## config.mk

```make
export PLATFORM = sky130hd
export DESIGN_NAME = id_top
export DESIGN_NICKNAME = d
export VERILOG_FILES = /design/src/id_pkg.sv /design/src/id_dec_if.sv /design/src/branch_unit.sv /design/src/id_ex_reg.sv /design/src/id_top.sv /design/src/instr_decoder.sv /design/src/operand_bypass.sv
export VERILOG_INCLUDE_DIRS = /design/src
export SDC_FILE = /design/constraint.sdc
export NUM_CORES = 1
export LEC_CHECK = 0
export ABC_CLOCK_PERIOD_IN_PS = 12500
export BUFFER_PORTS_ARGS = -buffer_cell sky130_fd_sc_hd__buf_2
export CORE_MARGIN = 4
export CORE_UTILIZATION = 40
export DETAILED_ROUTE_END_ITERATION = 7
export HOLD_SLACK_MARGIN = 0.02
export PLACE_DENSITY = 0.68
export SYNTH_ARGS = -nofsm -noshare
export SYNTH_HDL_FRONTEND = slang
export SYNTH_SLANG_ARGS = --single-unit
export TNS_END_PERCENT = 100
```

## constraint.sdc

```tcl
create_clock -name clk -period 12.5 [get_ports clk]
set_input_delay 2.5 -clock clk [delete_from_list [all_inputs] [get_ports clk]]
set_output_delay 2.5 -clock clk [all_outputs]
set_load 0.05 [all_outputs]
```

## src/id_defs.svh

```systemverilog
`ifndef ID_DEFS_SVH
`define ID_DEFS_SVH

`define WORD_W           32
`define ID_INSTR_PC_STEP 4

// ============================================================
// opcode groups
// ============================================================
`define ID_OP_SPECIAL 6'b000000
`define ID_OP_REGIMM  6'b000001

// special group, by funct.
`define ID_AND  6'b100100
`define ID_OR   6'b100101
`define ID_XOR  6'b100110
`define ID_NOR  6'b100111
`define ID_ADD  6'b100000
`define ID_ADDU 6'b100001
`define ID_SUB  6'b100010
`define ID_SUBU 6'b100011
`define ID_SLT  6'b101010
`define ID_SLTU 6'b101011
`define ID_SLLV 6'b000100
`define ID_SRLV 6'b000110
`define ID_SRAV 6'b000111
`define ID_SLL  6'b000000
`define ID_SRL  6'b000010
`define ID_SRA  6'b000011
`define ID_JR   6'b001000
`define ID_JALR 6'b001001

// regimm group, by rt.
`define ID_BLTZ   5'b00000
`define ID_BGEZ   5'b00001
`define ID_BLTZAL 5'b10000
`define ID_BGEZAL 5'b10001

// main opcodes.
`define ID_ANDI  6'b001100
`define ID_ORI   6'b001101
`define ID_XORI  6'b001110
`define ID_LUI   6'b001111
`define ID_ADDI  6'b001000
`define ID_ADDIU 6'b001001
`define ID_SLTI  6'b001010
`define ID_SLTIU 6'b001011
`define ID_LB    6'b100000
`define ID_LH    6'b100001
`define ID_LW    6'b100011
`define ID_LBU   6'b100100
`define ID_LHU   6'b100101
`define ID_SB    6'b101000
`define ID_SH    6'b101001
`define ID_SW    6'b101011
`define ID_BEQ   6'b000100
`define ID_BNE   6'b000101
`define ID_BLEZ  6'b000110
`define ID_BGTZ  6'b000111
`define ID_J     6'b000010
`define ID_JAL   6'b000011

// ============================================================
// alu operation codes
// ============================================================
`define ALUOP_NOP    8'h00
`define ALUOP_AND    8'h01
`define ALUOP_OR     8'h02
`define ALUOP_XOR    8'h03
`define ALUOP_NOR    8'h04
`define ALUOP_ADD    8'h05
`define ALUOP_ADDU   8'h06
`define ALUOP_SUB    8'h07
`define ALUOP_SUBU   8'h08
`define ALUOP_SLT    8'h09
`define ALUOP_SLTU   8'h0a
`define ALUOP_SLLV   8'h0b
`define ALUOP_SRLV   8'h0c
`define ALUOP_SRAV   8'h0d
`define ALUOP_SLL    8'h0e
`define ALUOP_SRL    8'h0f
`define ALUOP_SRA    8'h10
`define ALUOP_ANDI   8'h11
`define ALUOP_ORI    8'h12
`define ALUOP_XORI   8'h13
`define ALUOP_LUI    8'h14
`define ALUOP_ADDI   8'h15
`define ALUOP_ADDIU  8'h16
`define ALUOP_SLTI   8'h17
`define ALUOP_SLTIU  8'h18
`define ALUOP_LB     8'h20
`define ALUOP_LBU    8'h21
`define ALUOP_LH     8'h22
`define ALUOP_LHU    8'h23
`define ALUOP_LW     8'h24
`define ALUOP_SB     8'h28
`define ALUOP_SH     8'h29
`define ALUOP_SW     8'h2a
`define ALUOP_BEQ    8'h30
`define ALUOP_BNE    8'h31
`define ALUOP_BGTZ   8'h32
`define ALUOP_BLEZ   8'h33
`define ALUOP_BGEZ   8'h34
`define ALUOP_BLTZ   8'h35
`define ALUOP_BGEZAL 8'h36
`define ALUOP_BLTZAL 8'h37
`define ALUOP_J      8'h38
`define ALUOP_JAL    8'h39
`define ALUOP_JR     8'h3a
`define ALUOP_JALR   8'h3b

`endif

```

## src/id_pkg.sv

```systemverilog
`include "id_defs.svh"

package id_pkg;

	// data word or program counter.
	typedef logic [`WORD_W-1:0] word_t;

	// register file index.
	typedef logic [4:0] reg_idx_t;

	typedef logic [7:0] aluop_t;

	// raw immediate field.
	typedef logic [15:0] imm16_t;

endpackage

```

## src/id_dec_if.sv

```systemverilog
`timescale 1ns/1ps

interface dec_if import id_pkg::*; ();

	aluop_t   aluop;
	logic     wr_en;
	reg_idx_t wr_addr;
	logic     mem_to_reg; // loads.
	logic     ram_we;     // stores.
	logic     rs_ren;
	logic     rt_ren;
	logic     link;       // write value is the return address.
	logic     instr_valid;

	modport dec (
		output aluop, wr_en, wr_addr, mem_to_reg, ram_we,
		output rs_ren, rt_ren, link, instr_valid
	);

	modport sink (
		input aluop, wr_en, wr_addr, mem_to_reg, ram_we,
		input rs_ren, rt_ren, link, instr_valid
	);

endinterface

```

## src/branch_unit.sv

```systemverilog
`timescale 1ns/1ps
`include "id_defs.svh"

module branch_unit import id_pkg::*; (
	input  word_t pc_i,
	input  word_t instr_i,
	input  word_t rs_val_i,
	input  word_t rt_val_i,
	output logic  taken_o,
	output word_t target_o,
	output word_t return_addr_o
);

	word_t pc_plus4;
	word_t br_target;
	word_t j_target;
	logic  br_hit;
	logic  j_hit;
	logic  jr_hit;
	logic  link;

	assign pc_plus4  = pc_i + `WORD_W'(`ID_INSTR_PC_STEP);
	assign br_target = pc_plus4 + {{14{instr_i[15]}}, instr_i[15:0], 2'b00};
	assign j_target  = {pc_plus4[31:28], instr_i[25:0], 2'b00};

	always_comb begin
		br_hit = 1'b0;
		j_hit  = 1'b0;
		jr_hit = 1'b0;
		link   = 1'b0;
		case (instr_i[31:26])
			`ID_OP_SPECIAL: begin
				jr_hit = (instr_i[5:0] == `ID_JR) || (instr_i[5:0] == `ID_JALR);
				link   = (instr_i[5:0] == `ID_JALR);
			end
			`ID_OP_REGIMM: begin
				case (instr_i[20:16])
					`ID_BGEZ: br_hit = !rs_val_i[31];
					`ID_BLTZ: br_hit = rs_val_i[31];
					`ID_BGEZAL: begin
						br_hit = !rs_val_i[31];
						link   = 1'b1; // links taken or not.
					end
					`ID_BLTZAL: begin
						br_hit = rs_val_i[31];
						link   = 1'b1;
					end
					default: ;
				endcase
			end
			`ID_BEQ:  br_hit = (rs_val_i == rt_val_i);
			`ID_BNE:  br_hit = (rs_val_i != rt_val_i);
			`ID_BGTZ: br_hit = !rs_val_i[31] && (rs_val_i != '0);
			`ID_BLEZ: br_hit = rs_val_i[31] || (rs_val_i == '0);
			`ID_J:    j_hit = 1'b1;
			`ID_JAL: begin
				j_hit = 1'b1;
				link  = 1'b1;
			end
			default: ;
		endcase
	end

	assign taken_o  = br_hit | j_hit | jr_hit;
	assign target_o = br_hit ? br_target :
		j_hit ? j_target :
		jr_hit ? rs_val_i : '0; // zero when not taken.

	// skips the delay slot.
	assign return_addr_o = link ? pc_plus4 + `WORD_W'(`ID_INSTR_PC_STEP) : '0;

endmodule

```

## src/id_ex_reg.sv

```systemverilog
`timescale 1ns/1ps

module id_ex_reg import id_pkg::*; (
	input  logic     clk,
	input  logic     rst,
	input  logic     in_valid_i,
	input  logic     hazard_i,
	input  logic     out_ready_i,
	output logic     in_ready_o,
	output logic     out_valid_o,
	dec_if.sink      ctl,
	input  word_t    pc_i,
	input  word_t    instr_i,
	input  word_t    rs_val_i,
	input  word_t    rt_val_i,
	input  logic     taken_i,
	input  word_t    target_i,
	input  word_t    return_addr_i,
	output word_t    pc_o,
	output word_t    instr_o,
	output aluop_t   aluop_o,
	output word_t    rs_data_o,
	output word_t    rt_data_o,
	output imm16_t   imm16_o,
	output logic     wr_en_o,
	output reg_idx_t wr_addr_o,
	output logic     mem_to_reg_o,
	output logic     ram_we_o,
	output word_t    return_addr_o,
	output logic     branch_en_o,
	output word_t    branch_addr_o,
	output logic     instr_valid_o
);

	logic accept;

	// room when empty or draining, and no load-use stall.
	assign in_ready_o = rst && (!out_valid_o || out_ready_i) && !hazard_i;
	assign accept     = in_valid_i && in_ready_o;

	// ============================================================
	// control state
	// ============================================================
	always_ff @(posedge clk) begin
		if (!rst) begin
			out_valid_o <= 1'b0;
			branch_en_o <= 1'b0;
			wr_en_o     <= 1'b0;
			ram_we_o    <= 1'b0;
		end else if (accept) begin
			out_valid_o <= 1'b1;
			branch_en_o <= taken_i;
			wr_en_o     <= ctl.wr_en;
			ram_we_o    <= ctl.ram_we;
		end else if (out_ready_i) begin
			out_valid_o <= 1'b0; // taken, nothing behind it.
		end
	end

	always_ff @(posedge clk) begin
		if (accept) begin
			pc_o          <= pc_i;
			instr_o       <= instr_i;
			aluop_o       <= ctl.aluop;
			rs_data_o     <= rs_val_i;
			rt_data_o     <= rt_val_i;
			wr_addr_o     <= ctl.wr_addr;
			mem_to_reg_o  <= ctl.mem_to_reg;
			return_addr_o <= ctl.link ? return_addr_i : '0;
			branch_addr_o <= target_i;
			instr_valid_o <= ctl.instr_valid;
		end
	end

	assign imm16_o = instr_o[15:0];

endmodule

```

## src/id_top.sv

```systemverilog
`timescale 1ns/1ps

module id_top import id_pkg::*; (
	input  logic     clk,
	input  logic     rst,
	input  logic     in_valid_i,
	input  word_t    pc_i,
	input  word_t    instr_i,
	input  word_t    rs_data_i,
	input  word_t    rt_data_i,
	input  logic     out_ready_i,
	input  logic     ex_wr_en_i,
	input  reg_idx_t ex_wr_addr_i,
	input  word_t    ex_wr_data_i,
	input  logic     mem_wr_en_i,
	input  reg_idx_t mem_wr_addr_i,
	input  word_t    mem_wr_data_i,
	input  logic     exe_mem_to_reg_i,
	input  reg_idx_t exe_wr_addr_i,
	output logic     in_ready_o,
	output logic     out_valid_o,
	output word_t    pc_o,
	output word_t    instr_o,
	output aluop_t   aluop_o,
	output word_t    rs_data_o,
	output word_t    rt_data_o,
	output imm16_t   imm16_o,
	output logic     wr_en_o,
	output reg_idx_t wr_addr_o,
	output logic     mem_to_reg_o,
	output logic     ram_we_o,
	output word_t    return_addr_o,
	output logic     branch_en_o,
	output word_t    branch_addr_o,
	output logic     instr_valid_o
);

	word_t rs_val;
	word_t rt_val;
	logic  hazard;
	logic  taken;
	word_t target;
	word_t return_addr;

	dec_if u_dec_if ();

	instr_decoder u_decoder (
		.instr_i (instr_i),
		.ctl     (u_dec_if.dec)
	);

	// ============================================================
	// operands and branch resolution
	// ============================================================
	operand_bypass u_bypass (
		.ctl              (u_dec_if.sink),
		.instr_i          (instr_i),
		.rs_data_i        (rs_data_i),
		.rt_data_i        (rt_data_i),
		.ex_wr_en_i       (ex_wr_en_i),
		.ex_wr_addr_i     (ex_wr_addr_i),
		.ex_wr_data_i     (ex_wr_data_i),
		.mem_wr_en_i      (mem_wr_en_i),
		.mem_wr_addr_i    (mem_wr_addr_i),
		.mem_wr_data_i    (mem_wr_data_i),
		.exe_mem_to_reg_i (exe_mem_to_reg_i),
		.exe_wr_addr_i    (exe_wr_addr_i),
		.rs_val_o         (rs_val),
		.rt_val_o         (rt_val),
		.hazard_o         (hazard)
	);

	branch_unit u_branch (
		.pc_i          (pc_i),
		.instr_i       (instr_i),
		.rs_val_i      (rs_val), // forwarded values.
		.rt_val_i      (rt_val),
		.taken_o       (taken),
		.target_o      (target),
		.return_addr_o (return_addr)
	);

	id_ex_reg u_id_ex_reg (
		.clk           (clk),
		.rst           (rst),
		.in_valid_i    (in_valid_i),
		.hazard_i      (hazard),
		.out_ready_i   (out_ready_i),
		.in_ready_o    (in_ready_o),
		.out_valid_o   (out_valid_o),
		.ctl           (u_dec_if.sink),
		.pc_i          (pc_i),
		.instr_i       (instr_i),
		.rs_val_i      (rs_val),
		.rt_val_i      (rt_val),
		.taken_i       (taken),
		.target_i      (target),
		.return_addr_i (return_addr),
		.pc_o          (pc_o),
		.instr_o       (instr_o),
		.aluop_o       (aluop_o),
		.rs_data_o     (rs_data_o),
		.rt_data_o     (rt_data_o),
		.imm16_o       (imm16_o),
		.wr_en_o       (wr_en_o),
		.wr_addr_o     (wr_addr_o),
		.mem_to_reg_o  (mem_to_reg_o),
		.ram_we_o      (ram_we_o),
		.return_addr_o (return_addr_o),
		.branch_en_o   (branch_en_o),
		.branch_addr_o (branch_addr_o),
		.instr_valid_o (instr_valid_o)
	);

endmodule

```

## src/instr_decoder.sv

```systemverilog
`timescale 1ns/1ps
`include "id_defs.svh"

module instr_decoder import id_pkg::*; (
	input  word_t instr_i,
	dec_if.dec    ctl
);

	logic [5:0] op;
	logic [5:0] funct;
	reg_idx_t   rs;
	reg_idx_t   rt;
	reg_idx_t   rd;
	aluop_t     aluop;

	assign op    = instr_i[31:26];
	assign rs    = instr_i[25:21];
	assign rt    = instr_i[20:16];
	assign rd    = instr_i[15:11];
	assign funct = instr_i[5:0];

	// ============================================================
	// instruction to alu operation
	// ============================================================
	always_comb begin
		aluop = `ALUOP_NOP;
		case (op)
			`ID_OP_SPECIAL: begin
				case (funct)
					`ID_AND:  aluop = `ALUOP_AND;
					`ID_OR:   aluop = `ALUOP_OR;
					`ID_XOR:  aluop = `ALUOP_XOR;
					`ID_NOR:  aluop = `ALUOP_NOR;
					`ID_ADD:  aluop = `ALUOP_ADD;
					`ID_ADDU: aluop = `ALUOP_ADDU;
					`ID_SUB:  aluop = `ALUOP_SUB;
					`ID_SUBU: aluop = `ALUOP_SUBU;
					`ID_SLT:  aluop = `ALUOP_SLT;
					`ID_SLTU: aluop = `ALUOP_SLTU;
					`ID_SLLV: aluop = `ALUOP_SLLV;
					`ID_SRLV: aluop = `ALUOP_SRLV;
					`ID_SRAV: aluop = `ALUOP_SRAV;
					`ID_SLL:  if (rs == '0) aluop = `ALUOP_SLL; // bits 31..21 all zero.
					`ID_SRL:  if (rs == '0) aluop = `ALUOP_SRL;
					`ID_SRA:  if (rs == '0) aluop = `ALUOP_SRA;
					`ID_JR:   aluop = `ALUOP_JR;
					`ID_JALR: aluop = `ALUOP_JALR;
					default: ;
				endcase
			end
			`ID_OP_REGIMM: begin
				case (rt)
					`ID_BGEZ:   aluop = `ALUOP_BGEZ;
					`ID_BLTZ:   aluop = `ALUOP_BLTZ;
					`ID_BGEZAL: aluop = `ALUOP_BGEZAL;
					`ID_BLTZAL: aluop = `ALUOP_BLTZAL;
					default: ;
				endcase
			end
			`ID_ANDI:  aluop = `ALUOP_ANDI;
			`ID_ORI:   aluop = `ALUOP_ORI;
			`ID_XORI:  aluop = `ALUOP_XORI;
			`ID_LUI:   aluop = `ALUOP_LUI;
			`ID_ADDI:  aluop = `ALUOP_ADDI;
			`ID_ADDIU: aluop = `ALUOP_ADDIU;
			`ID_SLTI:  aluop = `ALUOP_SLTI;
			`ID_SLTIU: aluop = `ALUOP_SLTIU;
			`ID_LB:    aluop = `ALUOP_LB;
			`ID_LBU:   aluop = `ALUOP_LBU;
			`ID_LH:    aluop = `ALUOP_LH;
			`ID_LHU:   aluop = `ALUOP_LHU;
			`ID_LW:    aluop = `ALUOP_LW;
			`ID_SB:    aluop = `ALUOP_SB;
			`ID_SH:    aluop = `ALUOP_SH;
			`ID_SW:    aluop = `ALUOP_SW;
			`ID_BEQ:   aluop = `ALUOP_BEQ;
			`ID_BNE:   aluop = `ALUOP_BNE;
			`ID_BGTZ:  aluop = `ALUOP_BGTZ;
			`ID_BLEZ:  aluop = `ALUOP_BLEZ;
			`ID_J:     aluop = `ALUOP_J;
			`ID_JAL:   aluop = `ALUOP_JAL;
			default: ;
		endcase
	end

	// ============================================================
	// write controls and read enables per group
	// ============================================================
	always_comb begin
		ctl.wr_en      = 1'b0;
		ctl.wr_addr    = rd;
		ctl.mem_to_reg = 1'b0;
		ctl.ram_we     = 1'b0;
		ctl.rs_ren     = 1'b0;
		ctl.rt_ren     = 1'b0;
		ctl.link       = 1'b0;
		case (aluop)
			`ALUOP_AND, `ALUOP_OR, `ALUOP_XOR, `ALUOP_NOR, `ALUOP_ADD, `ALUOP_ADDU,
			`ALUOP_SUB, `ALUOP_SUBU, `ALUOP_SLT, `ALUOP_SLTU,
			`ALUOP_SLLV, `ALUOP_SRLV, `ALUOP_SRAV: begin
				ctl.wr_en  = 1'b1;
				ctl.rs_ren = 1'b1;
				ctl.rt_ren = 1'b1;
			end
			`ALUOP_SLL, `ALUOP_SRL, `ALUOP_SRA: begin
				ctl.wr_en  = 1'b1;
				ctl.rt_ren = 1'b1; // amount comes from shamt.
			end
			`ALUOP_ANDI, `ALUOP_ORI, `ALUOP_XORI, `ALUOP_ADDI,
			`ALUOP_ADDIU, `ALUOP_SLTI, `ALUOP_SLTIU: begin
				ctl.wr_en   = 1'b1;
				ctl.wr_addr = rt;
				ctl.rs_ren  = 1'b1;
			end
			`ALUOP_LUI: begin
				ctl.wr_en   = 1'b1;
				ctl.wr_addr = rt;
			end
			`ALUOP_LB, `ALUOP_LBU, `ALUOP_LH, `ALUOP_LHU, `ALUOP_LW: begin
				ctl.wr_en      = 1'b1;
				ctl.wr_addr    = rt;
				ctl.rs_ren     = 1'b1;
				ctl.mem_to_reg = 1'b1;
			end
			`ALUOP_SB, `ALUOP_SH, `ALUOP_SW: begin
				ctl.ram_we = 1'b1;
				ctl.rs_ren = 1'b1;
				ctl.rt_ren = 1'b1;
			end
			`ALUOP_BEQ, `ALUOP_BNE: begin
				ctl.rs_ren = 1'b1;
				ctl.rt_ren = 1'b1;
			end
			`ALUOP_BGTZ, `ALUOP_BLEZ, `ALUOP_BGEZ, `ALUOP_BLTZ, `ALUOP_JR: begin
				ctl.rs_ren = 1'b1;
			end
			`ALUOP_BGEZAL, `ALUOP_BLTZAL: begin
				ctl.rs_ren  = 1'b1;
				ctl.wr_en   = 1'b1;
				ctl.wr_addr = reg_idx_t'(31);
				ctl.link    = 1'b1;
			end
			`ALUOP_JAL: begin
				ctl.wr_en   = 1'b1;
				ctl.wr_addr = reg_idx_t'(31);
				ctl.link    = 1'b1;
			end
			`ALUOP_JALR: begin
				ctl.rs_ren = 1'b1;
				ctl.wr_en  = 1'b1; // rd as written.
				ctl.link   = 1'b1;
			end
			default: ;
		endcase
	end

	assign ctl.aluop       = aluop;
	assign ctl.instr_valid = (aluop != `ALUOP_NOP);

endmodule

```

## src/operand_bypass.sv

```systemverilog
`timescale 1ns/1ps

module operand_bypass import id_pkg::*; (
	dec_if.sink      ctl,
	input  word_t    instr_i,
	input  word_t    rs_data_i,
	input  word_t    rt_data_i,
	input  logic     ex_wr_en_i,
	input  reg_idx_t ex_wr_addr_i,
	input  word_t    ex_wr_data_i,
	input  logic     mem_wr_en_i,
	input  reg_idx_t mem_wr_addr_i,
	input  word_t    mem_wr_data_i,
	input  logic     exe_mem_to_reg_i,
	input  reg_idx_t exe_wr_addr_i,
	output word_t    rs_val_o,
	output word_t    rt_val_o,
	output logic     hazard_o
);

	reg_idx_t rs;
	reg_idx_t rt;

	assign rs = instr_i[25:21];
	assign rt = instr_i[20:16];

	// execute stage first, then memory, then register file.
	function automatic word_t pick(input logic ren, input reg_idx_t idx, input word_t rf_val);
		if (!ren)
			return '0;
		if (ex_wr_en_i && ex_wr_addr_i == idx)
			return ex_wr_data_i;
		if (mem_wr_en_i && mem_wr_addr_i == idx)
			return mem_wr_data_i;
		return rf_val;
	endfunction

	always_comb begin
		rs_val_o = pick(ctl.rs_ren, rs, rs_data_i);
		rt_val_o = pick(ctl.rt_ren, rt, rt_data_i);
	end

	// load data is not ready until after memory.
	assign hazard_o = exe_mem_to_reg_i &&
		((ctl.rs_ren && exe_wr_addr_i == rs) || (ctl.rt_ren && exe_wr_addr_i == rt));

endmodule

```

==> metrics.md <==
| Metric | Value |
|---|---|
| Status | finished clean |
| Distinct cells, synth | 89 |
| Routed len/inst | between 20 and 25 µm |
| Worst r2r dst | u_id_ex_reg.wr_en_o$_SDFFE_PN0P_ |
| Fraction of layout cells with a size suffix above 1 | between 20 and 30% |
| Reg clk slew, reported paths | about 0.060 ns |
| Slowest cell on crit path | nor3_1 |
| DR pass1 iterations | 7 |
| Async S/R FF share, synth | 0% |
| Maximum clock rate | between 100 and 150 MHz |
| GRT Util Overall | about a quarter |
| Sequential area share after synthesis | roughly 45% |
| Top FF cell, synth | edfxtp_1 |
| Avg Synthesized Cell Area | around 9.7 µm² |
| Number of fill cells | 3239 |
| PortBufs | between 400 and 500 |
| DRC Markers | 0 |
| Hold endpoint | u_id_ex_reg.ram_we_o$_SDFFE_PN0P_ |
| Slew Limit Fails | 0 |
| Die width | 195 µm |
| Pin count of the biggest net entering global routing | a little under 200 |
| Placed Instances | about 2300 |
| Grt total ovfl | 0 |
| CP Buf/Inv Count | 3 |
| Critical path peak fanout | 21 |
| WHS Path Cells | 2 |
| Static leakage | between 6 and 7 nW |
| Class of the worst hold path | flip-flop to flip-flop |
| Starting density of the core | approximately two fifths |
| R2r startpoint | u_id_ex_reg.out_valid_o$_SDFFE_PN0P_ |
| Detailed placer's ending HPWL | 41.2 mm |
| Initial antenna violation count | 3 |
| Worst skew pair latency | 0.56 ns |
| #FFs+latches synth | 209 |
| CORE AREA | 0.0345 mm² |
| Die Y | 195 µm |
| Top delay family on crit path | simple AND/OR/NAND/NOR gates |
| Area Growth Syn to Fin | 23.9% |
| Via density | just under 6 |
| Number of DRC markers in iteration 0 | 1110 |
| Post-DRT Antenna Nets | 0 |
| Clk root buf | clkbuf_16 |
| Multi-input logic area | slightly above 0.007 mm² |
| Synth Cell Area | around 0.014 mm² |
| Gates resized, CTS repair | 0 |
| Hold Path Origin | u_id_ex_reg.ram_we_o$_SDFFE_PN0P_ |
| Vias in the first global route | 12800 |
| Cell Pwr Density | 125 mW/mm² |
| Critical path required time | 10.00 ns |
| Yosys top cell area share | a little over two fifths |
| Num Clock Sinks | approximately 210 |
| Post-CTS setup buffers | 0 |
| Setup slack, reg-to-reg | slightly below 10 ns |
| Fin. Hold Viols | 0 |
| # IOs | 442 |
| Worst Skew | around 0.017 ns |
| RSZ-0062 raised after global routing | no |
| Top post-synthesis cells by area | edfxtp_1 44%, xnor2_1 5.1%, nor2_1 3.1% |
| Yosys warns | 0 |
| Max-Cap Viols | 0 |
| First-pass GRT wire length | 79.3 mm |
| Setup_tns | 0 ns |
| Cells after Synth | between 1000 and 1500 |
| Crit path cell chain | buf_2, nor2b_1, and4_1, nor3_1, nor2_1, a32o_1, nor2_1, buf_4, o22ai_1, a211oi_1, buf_2 |
| Hold buffer count at cts | 0 |
| Rel. slew slack | 11.3% |
| Tcrit/Tclk final | 72.3% |
| Post-synth EDFFs | between 200 and 250 |
| DR vias | roughly 13000 |
| R2R cell count | 6 |
| Setup crit end kind | output pin |
| Nets | around 2100 |
| CTS tree | built |
| Seq. cell area | approximately 0.0062 mm² |
| Peak supply drop | around 0.092 mV |
| CP Class | primary input to output pin |
| Actual slew at the worst max-slew pin | 1.32 ns |
| Post-synth top area cell | edfxtp_1 |
| Die area | 0.0380 mm² |
| H-tree levels | 1 |
| Total wire length | roughly 54 mm |
| Crit path DAT | about 6.5 ns |
| Routability congestion estimate | between 0.9 and 1 |
| Cell Rows | 68 |
| Num CTS Buffers | 25 |
| CTS max path bufs | 3 |
| Final setup violation count | 0 |
| Fin cells | 2306 |
| Final min period | approximately 9 ns |
| Largest stage delay on the critical path | between 1 and 1.5 ns |
| Crit start category | primary input |
## metal layers
metal	vias to the layer above	global-route usage, %	wire [µm]
met3	97	5.73	4740
met4	4	6.08	1210
li1	6178	-	-
met1	6356	34.6	21700
met2	658	45.9	26100
met5	-	0	21
## stage by stage
step                power [mW]  instance area [µm²]  utilization [%]  setup slack, ns  hold WS, ns
floorplan                 1.24                14000                -             2.62        0.699
global placement          1.42                16500             47.8             3.62        0.453
detailed placement        1.42                16500             47.8             3.54        0.459
CTS                       2.18                17300             50.2             3.54        0.471
global route              2.25                17300             50.2             3.18        0.492
finish                    2.16                17300             50.2             3.46        0.472
## synth_stat cells, drive strengths merged, types with 8 or more instances
master and n:
nor2b 19, ha 31, xnor2 81, nor3b 10
edfxtp 205, o21bai 9, o211ai 11, and3 24
a22oi 21, nand2b 17, a21o 13, or2 11
nand3b 8, o221ai 17, nand2 105, o21ai 94
a21oi 49, a31oi 36, a21boi 9, nand3 60
nand4 23, and2 51, nor2 116, or3 15
nor4 8, xor2 38, nor3 52, mux2i 39
o31ai 15, a31o 8, clkbuf 63, inv 41
buf 38, o22ai 17
## final cells by class
type / count / share of cell area (%)
flip-flops and latches: 209 / 36.0
well taps: 455 / 3.28
inverters: 41 / 0.888
multi-input cells: 1094 / 41.3
clock inverters: 15 / 1.07
repair buffers: 462 / 13.7
diodes: 1 / 0.0144
clock buffers: 29 / 3.70
## worst max path at each step
stage	cells past startpoint	end	slack (ns)	startpoint
floorplan	16	u_id_ex_reg.wr_en_o$_SDFFE_PN0P_	2.62	instr_i[27]
global placement	11	in_ready_o	3.62	instr_i[1]
detailed placement	11	in_ready_o	3.54	instr_i[1]
CTS	11	in_ready_o	3.54	instr_i[1]
global route	11	in_ready_o	3.18	instr_i[1]
finish	11	in_ready_o	3.46	instr_i[1]
## worst reg2reg max path, delay by kind of cell (launching register included)
kind	cells	cell delay [ns]
simple gates	4	1.03
buf+inv	1	0.78
compound gates	1	0.35
flops	1	0.31
## cell usage in the layout, fill, tap and decap left out, types with 11 or more instances in the layout
cell,count
nand3_1,60
a21o_1,13
o22ai_1,17
nand4_1,23
nand2b_1,17
o221ai_1,17
or3_1,15
and2_1,50
o31ai_1,11
a31oi_1,36
a21oi_1,47
edfxtp_1,205
ha_1,31
buf_4,22
xnor2_1,81
xor2_1,38
nor2_1,113
and3_1,24
mux2i_1,39
clkbuf_16,25
nand2_1,105
nor3_1,49
o21ai_1,19
inv_1,38
o21ai_0,74
buf_2,439
nor2b_1,19
a22oi_1,20
## logic make-up (layout without fill, tap and decap cells)
family,count (synthesis),after routing,synth area share [%]
flops,209,209,44.6
simple gates,543,543,20.1
fa+ha+maj,32,32,2.92
compound gates,357,357,17.5
other cells,1,3,0.0268
mux,41,41,2.95
xor+xnor,119,119,7.45
buf+inv,142,547,4.52
## state kept, by name, indices dropped and copies added (netlist names)
name,flops
u_id_ex_reg.branch_addr_o,32
u_id_ex_reg.instr_o,32
u_id_ex_reg.pc_o,32
u_id_ex_reg.return_addr_o,32
u_id_ex_reg.rs_data_o,32
u_id_ex_reg.rt_data_o,32
u_id_ex_reg.aluop_o,6
u_id_ex_reg.wr_addr_o,5
u_id_ex_reg.branch_en_o,1
u_id_ex_reg.instr_valid_o,1
u_id_ex_reg.mem_to_reg_o,1
u_id_ex_reg.out_valid_o,1
u_id_ex_reg.ram_we_o,1
u_id_ex_reg.wr_en_o,1
## power by group
group	internal (mW)	switching, mW	leakage, nW
Clock	0.449	0.298	0.400
Sequential	0.820	0.0123	1.92
Combinational	0.167	0.414	4.32
(Power assumes the default switching activity.)
